### src/source/idu_pkg.sv
`default_nettype none

package idu_pkg;

    parameter int XLEN = 32;

    // ========================================
    // encodings
    // ========================================

    // major opcodes, bits [6:0] of the instruction
    typedef enum logic [6:0] {
        opc_op_imm = 7'b0010011,
        opc_op     = 7'b0110011,
        opc_load   = 7'b0000011,
        opc_store  = 7'b0100011,
        opc_branch = 7'b1100011,
        opc_jal    = 7'b1101111,
        opc_jalr   = 7'b1100111,
        opc_lui    = 7'b0110111,
        opc_auipc  = 7'b0010111,
        opc_system = 7'b1110011
    } rv_opcode_e;

    // pass forwards operand 2 unchanged
    typedef enum logic [3:0] {
        alu_add, alu_sub, alu_slt, alu_sltu, alu_xor, alu_or,
        alu_and, alu_sll, alu_srl, alu_sra, alu_pass
    } alu_op_e;

    typedef enum logic {src1_rs1, src1_pc} alu_src1_e;

    typedef enum logic [1:0] {src2_rs2, src2_imm, src2_four, src2_csr} alu_src2_e;

    typedef enum logic [2:0] {
        fmt_r, fmt_i, fmt_s, fmt_b, fmt_u, fmt_j, fmt_none
    } inst_fmt_e;

    // follows the load/store func3 encoding
    typedef enum logic [2:0] {
        mem_byte   = 3'b000,
        mem_half   = 3'b001,
        mem_word   = 3'b010,
        mem_byte_u = 3'b100,
        mem_half_u = 3'b101,
        mem_none   = 3'b111
    } mem_size_e;

    // base of the jump target
    typedef enum logic [1:0] {jmp_none, jmp_pc_imm, jmp_rs1_imm, jmp_csr} jump_kind_e;

    // ========================================
    // bundles
    // ========================================

    typedef struct packed {
        alu_op_e    alu_op;
        alu_src1_e  src1;
        alu_src2_e  src2;
        inst_fmt_e  fmt;
        jump_kind_e jump_kind;
        logic       is_branch;
        logic       write_gpr;
        logic       write_csr;
        logic       mem_to_reg;
        logic       write_mem;
        mem_size_e  mem_size;
        logic [11:0] csr_id;
        logic       halt;
        logic       illegal;
    } decode_ctrl_t;

    typedef struct packed {
        decode_ctrl_t    ctrl;
        logic [XLEN-1:0] pc;
        logic [XLEN-1:0] imm;
        logic [XLEN-1:0] rs1_data;
        logic [XLEN-1:0] rs2_data;
        logic [4:0]      rd;
        logic [4:0]      rs1;
        logic [4:0]      rs2;
    } decode_out_t;

    // writeback port into the register file
    typedef struct packed {
        logic            en;
        logic [4:0]      addr;
        logic [XLEN-1:0] data;
    } gpr_wb_t;

endpackage

`default_nettype wire

### src/source/idu_decode.sv
`default_nettype none

module idu_decode import idu_pkg::*; #(
    parameter int NUM_GPR = 16
) (
    input  wire logic [XLEN-1:0] inst_i,
    output decode_ctrl_t         ctrl_o,
    output logic [4:0]           rd_o,
    output logic [4:0]           rs1_o,
    output logic [4:0]           rs2_o
);

    rv_opcode_e opcode;
    logic [2:0] func3;
    logic [6:0] func7;
    logic       bad_enc;
    logic       reg_bad;
    logic       use_rd;
    logic       use_rs1;
    logic       use_rs2;

    // register index outside the implemented file
    function automatic logic idx_bad(input logic [4:0] idx);
        return int'(idx) >= NUM_GPR;
    endfunction

    assign opcode = rv_opcode_e'(inst_i[6:0]);
    assign rd_o   = inst_i[11:7];
    assign func3  = inst_i[14:12];
    assign rs1_o  = inst_i[19:15];
    assign rs2_o  = inst_i[24:20];
    assign func7  = inst_i[31:25];

    always_comb begin
        ctrl_o           = '0;
        ctrl_o.alu_op    = alu_add;
        ctrl_o.src1      = src1_rs1;
        ctrl_o.src2      = src2_imm;
        ctrl_o.fmt       = fmt_none;
        ctrl_o.jump_kind = jmp_none;
        ctrl_o.mem_size  = mem_none;
        bad_enc          = 1'b0;
        use_rd           = 1'b0;
        use_rs1          = 1'b0;
        use_rs2          = 1'b0;

        // ========================================
        // opcode groups
        // ========================================
        case (opcode)
            opc_op_imm: begin
                ctrl_o.fmt       = fmt_i;
                ctrl_o.write_gpr = 1'b1;
                use_rd           = 1'b1;
                use_rs1          = 1'b1;
                case (func3)
                    3'b000: ctrl_o.alu_op = alu_add;
                    3'b010: ctrl_o.alu_op = alu_slt;
                    3'b011: ctrl_o.alu_op = alu_sltu;
                    3'b100: ctrl_o.alu_op = alu_xor;
                    3'b110: ctrl_o.alu_op = alu_or;
                    3'b111: ctrl_o.alu_op = alu_and;
                    3'b001: begin
                        ctrl_o.alu_op = alu_sll;
                        bad_enc       = (func7 != 7'b0000000);
                    end
                    default: begin
                        // func3 101, shift right by shamt
                        ctrl_o.alu_op = (func7[5]) ? alu_sra : alu_srl;
                        bad_enc       = ({func7[6], func7[4:0]} != 6'b000000);
                    end
                endcase
            end
            opc_op: begin
                ctrl_o.fmt       = fmt_r;
                ctrl_o.src2      = src2_rs2;
                ctrl_o.write_gpr = 1'b1;
                use_rd           = 1'b1;
                use_rs1          = 1'b1;
                use_rs2          = 1'b1;
                case ({func7, func3})
                    10'b0000000_000: ctrl_o.alu_op = alu_add;
                    10'b0100000_000: ctrl_o.alu_op = alu_sub;
                    10'b0000000_001: ctrl_o.alu_op = alu_sll;
                    10'b0000000_010: ctrl_o.alu_op = alu_slt;
                    10'b0000000_011: ctrl_o.alu_op = alu_sltu;
                    10'b0000000_100: ctrl_o.alu_op = alu_xor;
                    10'b0000000_101: ctrl_o.alu_op = alu_srl;
                    10'b0100000_101: ctrl_o.alu_op = alu_sra;
                    10'b0000000_110: ctrl_o.alu_op = alu_or;
                    10'b0000000_111: ctrl_o.alu_op = alu_and;
                    default:         bad_enc       = 1'b1;
                endcase
            end
            opc_load: begin
                ctrl_o.fmt        = fmt_i;
                ctrl_o.write_gpr  = 1'b1;
                ctrl_o.mem_to_reg = 1'b1;
                ctrl_o.mem_size   = mem_size_e'(func3);
                use_rd            = 1'b1;
                use_rs1           = 1'b1;
                bad_enc           = (func3 == 3'b011) || (func3 > 3'b101);
            end
            opc_store: begin
                ctrl_o.fmt       = fmt_s;
                ctrl_o.write_mem = 1'b1;
                ctrl_o.mem_size  = mem_size_e'(func3);
                use_rs1          = 1'b1;
                use_rs2          = 1'b1;
                bad_enc          = (func3 > 3'b010);
            end
            opc_branch: begin
                ctrl_o.fmt       = fmt_b;
                ctrl_o.src2      = src2_rs2;
                ctrl_o.is_branch = 1'b1;
                use_rs1          = 1'b1;
                use_rs2          = 1'b1;
                // unsigned compares for bltu and bgeu
                ctrl_o.alu_op    = (func3[2:1] == 2'b11) ? alu_sltu : alu_slt;
                bad_enc          = (func3[2:1] == 2'b01);
            end
            opc_jal: begin
                ctrl_o.fmt       = fmt_j;
                ctrl_o.src1      = src1_pc;
                ctrl_o.src2      = src2_four;
                ctrl_o.jump_kind = jmp_pc_imm;
                ctrl_o.write_gpr = 1'b1;
                use_rd           = 1'b1;
            end
            opc_jalr: begin
                ctrl_o.fmt       = fmt_i;
                ctrl_o.src2      = src2_four;
                ctrl_o.jump_kind = jmp_rs1_imm;
                ctrl_o.write_gpr = 1'b1;
                use_rd           = 1'b1;
                use_rs1          = 1'b1;
                bad_enc          = (func3 != 3'b000);
            end
            opc_lui: begin
                ctrl_o.fmt       = fmt_u;
                ctrl_o.alu_op    = alu_pass;
                ctrl_o.write_gpr = 1'b1;
                use_rd           = 1'b1;
            end
            opc_auipc: begin
                ctrl_o.fmt       = fmt_u;
                ctrl_o.src1      = src1_pc;
                ctrl_o.write_gpr = 1'b1;
                use_rd           = 1'b1;
            end
            opc_system: begin
                ctrl_o.csr_id = inst_i[31:20];
                case (func3)
                    3'b000: begin
                        // ecall, ebreak and mret carry zero rd and rs1
                        bad_enc = (rd_o != 5'd0) || (rs1_o != 5'd0);
                        case (inst_i[31:20])
                            12'h000: begin
                                ctrl_o.fmt       = fmt_i;
                                ctrl_o.jump_kind = jmp_csr;
                                ctrl_o.write_csr = 1'b1;
                            end
                            12'h001: begin
                                ctrl_o.fmt  = fmt_i;
                                ctrl_o.halt = 1'b1;
                            end
                            12'h302: begin
                                ctrl_o.fmt       = fmt_r;
                                ctrl_o.jump_kind = jmp_csr;
                            end
                            default: bad_enc = 1'b1;
                        endcase
                    end
                    3'b001, 3'b010: begin
                        // csrrw and csrrs, old csr value goes to rd
                        ctrl_o.fmt       = fmt_i;
                        ctrl_o.alu_op    = alu_pass;
                        ctrl_o.src2      = src2_csr;
                        ctrl_o.write_gpr = 1'b1;
                        ctrl_o.write_csr = 1'b1;
                        use_rd           = 1'b1;
                        use_rs1          = 1'b1;
                    end
                    default: bad_enc = 1'b1;
                endcase
            end
            default: bad_enc = 1'b1;
        endcase

        // ========================================
        // illegal instructions have no side effects
        // ========================================
        reg_bad = (use_rd && idx_bad(rd_o)) || (use_rs1 && idx_bad(rs1_o)) ||
                  (use_rs2 && idx_bad(rs2_o));
        ctrl_o.illegal = bad_enc || reg_bad;
        if (ctrl_o.illegal) begin
            ctrl_o.write_gpr  = 1'b0;
            ctrl_o.write_csr  = 1'b0;
            ctrl_o.mem_to_reg = 1'b0;
            ctrl_o.write_mem  = 1'b0;
            ctrl_o.is_branch  = 1'b0;
            ctrl_o.halt       = 1'b0;
            ctrl_o.jump_kind  = jmp_none;
        end
        if (bad_enc) begin
            ctrl_o.fmt      = fmt_none;
            ctrl_o.mem_size = mem_none;
        end
    end

endmodule

`default_nettype wire

### src/source/idu_imm_gen.sv
`default_nettype none

module idu_imm_gen import idu_pkg::*; (
    input  wire logic [XLEN-1:0] inst_i,
    input  wire inst_fmt_e       fmt_i,
    output logic [XLEN-1:0]      imm_o
);

    logic sign;

    assign sign = inst_i[31];

    // ========================================
    // immediate assembly per format
    // ========================================
    always_comb begin
        case (fmt_i)
            idu_pkg::fmt_i: begin
                imm_o = {{20{sign}}, inst_i[31:20]};
            end
            fmt_s: begin
                // split field, upper bits above rs2
                imm_o = {{20{sign}}, inst_i[31:25], inst_i[11:7]};
            end
            fmt_b: begin
                imm_o = {{19{sign}}, sign, inst_i[7], inst_i[30:25],
                         inst_i[11:8], 1'b0};
            end
            fmt_u: begin
                imm_o = {inst_i[31:12], 12'b0};
            end
            fmt_j: begin
                imm_o = {{11{sign}}, sign, inst_i[19:12], inst_i[20],
                         inst_i[30:21], 1'b0};
            end
            default: begin
                // r-type and unknown formats
                imm_o = '0;
            end
        endcase
    end

endmodule

`default_nettype wire

### src/source/idu_gpr_file.sv
`default_nettype none

module idu_gpr_file import idu_pkg::*; #(
    parameter int NUM_GPR = 16
) (
    input  wire logic       clk_i,
    input  wire logic       rst_n_i,
    input  wire logic [4:0] rs1_addr_i,
    input  wire logic [4:0] rs2_addr_i,
    input  wire gpr_wb_t    wb_i,
    output logic [XLEN-1:0] rs1_data_o,
    output logic [XLEN-1:0] rs2_data_o
);

    localparam int AW = $clog2(NUM_GPR);

    // x0 has no storage
    logic [XLEN-1:0] regs_q [1:NUM_GPR-1];
    logic            wr_en;

    assign wr_en = wb_i.en && (wb_i.addr != 5'd0) && (int'(wb_i.addr) < NUM_GPR);

    always_ff @(posedge clk_i or negedge rst_n_i) begin
        if (!rst_n_i) begin
            for (int i = 1; i < NUM_GPR; i++) begin
                regs_q[i] <= '0;
            end
        end else if (wr_en) begin
            regs_q[wb_i.addr[AW-1:0]] <= wb_i.data;
        end
    end

    // read with bypass of a same-cycle write
    function automatic logic [XLEN-1:0] read_port(input logic [4:0] addr);
        logic [XLEN-1:0] data;
        data = '0;
        if ((addr != 5'd0) && (int'(addr) < NUM_GPR)) begin
            if (wr_en && (wb_i.addr == addr)) begin
                data = wb_i.data;
            end else begin
                data = regs_q[addr[AW-1:0]];
            end
        end
        return data;
    endfunction

    always_comb begin
        rs1_data_o = read_port(rs1_addr_i);
        rs2_data_o = read_port(rs2_addr_i);
    end

endmodule

`default_nettype wire

### src/source/idu_top.sv
`default_nettype none

module idu_top import idu_pkg::*; #(
    parameter int NUM_GPR = 16
) (
    input  wire logic            clk_i,
    input  wire logic            rst_n_i,
    input  wire logic            inst_valid_i,
    input  wire logic [XLEN-1:0] inst_i,
    input  wire logic [XLEN-1:0] pc_i,
    input  wire logic            stall_i,
    input  wire gpr_wb_t         wb_i,
    output logic                 dec_valid_o,
    output decode_out_t          dec_o
);

    decode_ctrl_t    ctrl;
    logic [4:0]      rd;
    logic [4:0]      rs1;
    logic [4:0]      rs2;
    logic [XLEN-1:0] imm;
    logic [XLEN-1:0] rs1_data;
    logic [XLEN-1:0] rs2_data;
    decode_out_t     dec_next;

    // ========================================
    // combinational decode
    // ========================================
    idu_decode #(
        .NUM_GPR (NUM_GPR)
    ) decode_i (
        .inst_i (inst_i),
        .ctrl_o (ctrl),
        .rd_o   (rd),
        .rs1_o  (rs1),
        .rs2_o  (rs2)
    );

    idu_imm_gen imm_gen_i (
        .inst_i (inst_i),
        .fmt_i  (ctrl.fmt),
        .imm_o  (imm)
    );

    idu_gpr_file #(
        .NUM_GPR (NUM_GPR)
    ) gpr_file_i (
        .clk_i      (clk_i),
        .rst_n_i    (rst_n_i),
        .rs1_addr_i (rs1),
        .rs2_addr_i (rs2),
        .wb_i       (wb_i),
        .rs1_data_o (rs1_data),
        .rs2_data_o (rs2_data)
    );

    assign dec_next = '{ctrl: ctrl, pc: pc_i, imm: imm, rs1_data: rs1_data,
                        rs2_data: rs2_data, rd: rd, rs1: rs1, rs2: rs2};

    // ========================================
    // decode/execute stage register
    // ========================================
    always_ff @(posedge clk_i or negedge rst_n_i) begin
        if (!rst_n_i) begin
            dec_valid_o <= 1'b0;
            dec_o       <= '0;
        end else if (!stall_i) begin
            // stall holds both valid and bundle
            dec_valid_o <= inst_valid_i;
            dec_o       <= dec_next;
        end
    end

endmodule

`default_nettype wire

### config.mk
export PLATFORM = sky130hd
export DESIGN_NAME = idu_top
export DESIGN_NICKNAME = d
export VERILOG_FILES = /design/src/source/idu_pkg.sv /design/src/source/idu_decode.sv /design/src/source/idu_imm_gen.sv /design/src/source/idu_gpr_file.sv /design/src/source/idu_top.sv
export SDC_FILE = /design/constraint.sdc
export NUM_CORES = 1
export LEC_CHECK = 0
export ABC_AREA = 1
export BUFFER_PORTS_ARGS = -buffer_cell sky130_fd_sc_hd__buf_4
export CELL_PAD_IN_SITES_DETAIL_PLACEMENT = 0
export CELL_PAD_IN_SITES_GLOBAL_PLACEMENT = 1
export CORE_ASPECT_RATIO = 1.75
export CORE_MARGIN = 4
export CORE_UTILIZATION = 49
export DETAILED_ROUTE_END_ITERATION = 6
export PLACE_DENSITY = 0.89
export SLEW_MARGIN = 40
export SYNTH_ARGS = -nofsm -noshare
export SYNTH_HDL_FRONTEND = slang
export SYNTH_SLANG_ARGS = --single-unit
### constraint.sdc
create_clock -name clk_i -period 3.2 [get_ports clk_i]
set_clock_uncertainty 0.1 [all_clocks]
set_input_delay 0.32 -clock clk_i [delete_from_list [all_inputs] [get_ports clk_i]]
set_output_delay 0.32 -clock clk_i [all_outputs]
set_load 0.01 [all_outputs]
; ---- Word level (Yosys, flattened, before mapping)
; Index checks and enable logic that the tools add are counted.
[op_classes]
order_cmp = 12
muxes = 52
bitwise_logic = 3
n_reduce_logical = 41
eq_ne = 36
[ops]
columns = operator, count
row1 = $bwmux W480, 1
row2 = $mux W32, 9
row3 = $bmux W32 S4, 2
row4 = $pmux W32 S5, 1
row5 = $demux W32 S4, 1
row6 = $eq A10 B3 Y1 const B, 4
row7 = $pmux W4 S9, 1
row8 = $ge A5 B5 Y1 const B, 6
row9 = $eq A7 B7 Y1 const B, 4
row10 = $pmux W4 S7, 1
row11 = $eq A7 B6 Y1 const B, 3
row12 = $pmux W3 S7, 1
row13 = $eq A10 B2 Y1 const B, 2
row14 = $eq A10 B9 Y1 const B, 2
row15 = $pmux W4 S5, 1
row16 = $reduce_bool A5 Y1, 4
row17 = $reduce_or A2 Y1, 8
row18 = $eq A3 B3 Y1 const B, 5
row19 = $lt A5 B5 Y1 const B, 3
row20 = $mux W1, 15
row21 = $not A4 Y5, 3
row22 = $eq A7 B5 Y1 const B, 2
row23 = $mux W13, 1
row24 = $eq A12 B1 Y1 const B, 1
row25 = other kinds (31), 63
[totals]
register_bits = 658
word_cells = 181

; ---- Depth between registers and ports, before layout
[depth]
word_depth = 9
depth_mapped = 17

; ---- Hierarchy
; A second synthesis with hierarchy kept.
[unflattened]
cells_unflattened = 5194
area_unflattened_um2 = 36163.4
[by_module_without_submodules]
columns = module, cells_per_inst, area_per_inst_um2, seq_area_each_um2, n_inst
row1 = idu_gpr_file, 4104, 27704.1, 12011.5, 1
row2 = idu_top, 752, 6747.7, 4454.3, 1
row3 = idu_decode, 246, 1256.2, 0.0, 1
row4 = idu_imm_gen, 92, 455.4, 0.0, 1

; ---- Worst setup path before layout
; No wires, ideal clock.
[synth_path]
path_type = input-to-reg
from = in inst_i[22]
to = reg dec_o[100] (netlist bit)
cell_stages = 15
path_slack_ps = 1279
arrival_ps = 1755
setup_ps = 66
t_required_ps = 3034
path_cell_list = buf_2 inv_1 nand2_2 nor2_2 nand3_2 nand2_2 nand2_1 nand2_4 nand2_4 nor2_8 nand3_4 buf_6 nand3_2 nand2_1 nand2_1
[synth_via]
elab_chain_len = 8
[synth_lines]
columns = element, line
row1 = from (decl), idu_top.sv:9  ; input wire logic [XLEN-1:0] inst_i,
row2 = "$eq A12 B1 Y1, or another cell as far along", idu_decode.sv:157  ; case (inst_i[31:20])
row3 = $reduce_or A2 Y1 (no source line) or $reduce_or A3 Y1 (tied branches), n/a
row4 = $pmux W3 S2 or $mux W1 (tied branches), idu_decode.sv:157
row5 = $pmux W3 S2 or $pmux W1 S2 (tied branches), idu_decode.sv:153  ; case (func3)
row6 = $pmux W3 S7 or $pmux W1 S8 (tied branches), idu_decode.sv:50  ; case (opcode)
row7 = $mux W3 (*), idu_decode.sv:205  ; if (bad_enc) begin
row8 = "$eq A3 B3 Y1, or another cell as far along", idu_imm_gen.sv:17  ; case (fmt_i)
row9 = $pmux W32 S5 (*), idu_imm_gen.sv:17
row10 = to (signal assigned), idu_top.sv:70  ; dec_o <= dec_next;
row11 = to (decl), idu_top.sv:14  ; output decode_out_t dec_o
; Every way passes the cells marked *; elsewhere a longest branch is shown, timed or not.
; A chain may end at the register's enable or synchronous reset.

; ---- Final worst setup path
[layout_path]
from = in inst_i[27]
to = reg dec_o[108] (netlist bit)
; Same word-level chain as after synthesis.

==> results.md <==
* Min-Delay Path Class: in2reg
* Met2 WL at 63.4 mm
* Largest net degree at the start of global routing at 134
* Top cell type's share of synthesized area at 0.494
* End of the worst hold path: dec_o[172]
* Clock Latency Late Sink at 0.67 ns
* Htree depth at 2
* First-pass GRT wire length at 204 mm
* Final std cells w/o fill at 5358
* Maxcap violations at 0
* Post-synthesis area per instance at 7.94 um^2
* Vias per cell at 6.17
* RR Endpoint: dec_o[33]
* Number of port buffers at 283
* Cell family with most CP delay: simple AND/OR/NAND/NOR gates
* Final Max Tran Viols at 0
* Effective utilization at floorplan at 0.494
* Cell area after synthesis at 33300 um^2
* Worst hold path depth at 6
* Vias in the first global route at 32400
* Req. time, crit path at 3.69 ns
* CTS resizes at 0
* Die Ht at 353 um
* DRC viols at 0
* Worst path slowest cell: dlygate4sd3_1
* DRT Wirelength at 136 mm
* Hold Fails Final Rpt at 0
* M1 WL at 47.3 mm
* Status: complete, no violations
* # clock sinks at 658
* Max VDD drop at 0.459 mV
* Min cycle time layout at 2.66 ns
* DR top layer: met4
* Most frequent cell after synthesis: nand2_1
* Sequential area share after synthesis at 0.494
* Leak at 0.0182 uW
* Flop2flop setup slack at 1.34 ns
* CTS tree: built
* Postcts setup bufs at 0
* Root Driver: clkbuf_16
* Met3 wire len at 14.1 mm
* Top FF cell, synth: dfrtp_1
* All-layer global routing usage at 0.368
* Vias at 33100
* CP Class: in2reg
* Total CTS buffers at 61
* Setup crit end kind: register
* Worst EP arrival at 3.15 ns
* RSZ-0062 raised after global routing: false
* Clk buf depth at 3
* R2R cell count at 5
* Syn_nets at 4301
* Hold_buf cts at 87
* Post-route clock period utilization at 0.831
* Startpoint Class: input pin
* Ys async rst share at 1.00
* Bufs and invs on worst path at 3
* Clock-pin slew on the worst setup and hold paths at 0.07 ns
* DR WL/cell at 25.4 um
* Unique masters post-synth at 52
* Placed cells at 5152
* Crit-path max cell delay at 0.56 ns
* Slew HR at 0.409
* Worst R2R Start: gpr_file_i.regs_q[402]
* Die width at 205 um
* EDFF count, synth at 0
* Synth Warn # at 0
* GP Congestion at 0.958
* GRT overflow at 0
* Startpoint of the worst hold path: inst_i[3]
* Crit. Startpoint: inst_i[27]
* Pwr dens at 571 nW/um^2
* Crit-path cells: dlygate4sd3_1 > buf_4 > nor2_1 > nand2_1 > nor2_1 > nand2_2 > nand3_1 > nand2_1 > nand2_2 > inv_2 > nor3_4 > nand2_2 > nand3_2 > nand2_1 > nand2_1
* Synthesized instance count at 4195
* Initial drt markers at 3393
* Crit-path most repeated cell: nand2_1
* Measured slew at the worst slew-check pin at 0.885 ns
* Layout area overhead at 18.6%
* Post-synth top cells: 1149 x nand2_1, 658 x dfrtp_1, 615 x o21ai_0
* Area of the core at 67500 um^2
* Worst Path Max Fanout at 11
* Initial antenna violation count at 9
* Highest Clock Rate at 0.376 GHz
* Antenna Nets Post-Route at 0
* Top cells by area, synth: dfrtp_1 49%, nand2_1 13%, o21ai_0 9.2%
* DPL Wire Length at 85.2 mm
* Die area at 72400 um^2
* Share of cells above drive strength 1 at 0.138
* Row cnt at 126
* Pre-Repair DR Iteration Count at 7
* Cell taking the most area after synthesis: dfrtp_1
* Post-synthesis register bit count at 658
* Setup TNS at 0 ns
* Layout Nets at 4512
* Setup violations, final at 0
* Total I/O pin count at 284
==> routing by layer <==
metal  global-route usage  up-vias
li1                     -    14700
met1                0.440    15700
met2                0.590     2040
met3               0.0784      609
met4                0.255        0
met5                    0        -
==> state kept, by name, summed over array words and instances (netlist names) <==
name and flops:
dec_o 177, dec_valid_o 1, gpr_file_i.regs_q 480
==> stage by stage <==
stage          instance area (um^2)   util  hold slack (ns)  total power, uW  setup WS [ns]
4_1_cts                       39500  0.585           0.0410            22600          0.565
2_1_floorplan                 33300      -          -0.0756            13200           1.28
5_1_grt                       39500  0.585            0.101            23700          0.406
3_3_place_gp                  36600  0.543            0.253            14900          0.488
6_report                      39500  0.585           0.0803            22600          0.539
3_5_place_dp                  36600  0.543            0.248            15100          0.472
==> report_power, final <==
group	total, uW	internal, uW	switching (uW)	leakage, uW
logic	4330	1670	2660	0.00890
clock network	7470	4120	3350	0.000996
registers	10800	9730	1050	0.00834
total	22600	15500	7050	0.0182
==> placed cells by master (no fill, tap or decap), types with 24 or more instances in the layout <==
cell type / count
o211ai_1: 105
a21oi_1: 336
dfrtp_1: 658
clkbuf_16: 63
nand3_1: 172
o21ai_0: 615
o221ai_1: 109
nand2_2: 24
buf_12: 34
buf_4: 375
nor2_1: 255
nand2_1: 1141
dlygate4sd3_1: 87
o2111ai_1: 66
inv_1: 174
==> final cells by class <==
type / instances / area (um^2)
Fill cell: 6261 / 28000
Multi-Input combinational cell: 2988 / 14700
Clock buffer: 93 / 1850
Sequential cell: 658 / 16500
Inverter: 198 / 747
Tap cell: 896 / 1120
Timing Repair Buffer: 499 / 4400
Antenna cell: 9 / 22.5
Clock inverter: 17 / 143
==> logic make-up after synthesis <==
logic type,Yosys count,synth area share
and+or+nand+nor,1668,0.207
AOI/OAI and AO/OA,1312,0.231
xor gates and xnor gates,8,0.00210
DFF,658,0.494
buffers and inverters,549,0.0657
==> worst min-delay path: stages <==
cell and delay [ns]:
buf_4 0.09, inv_1 0.04, nand2_1 0.06, nor2_2 0.07, a21oi_1 0.14, o21ai_0 0.08
==> worst max-delay path by stage <==
stage | cells past startpoint | endpoint
3_5_place_dp | 14 | dec_o[94]
4_1_cts | 15 | dec_o[108]
2_1_floorplan | 15 | dec_o[100]
5_1_grt | 15 | dec_o[103]
3_3_place_gp | 14 | dec_o[97]
6_report | 15 | dec_o[108]
Power figures use the tool's default switching activity.
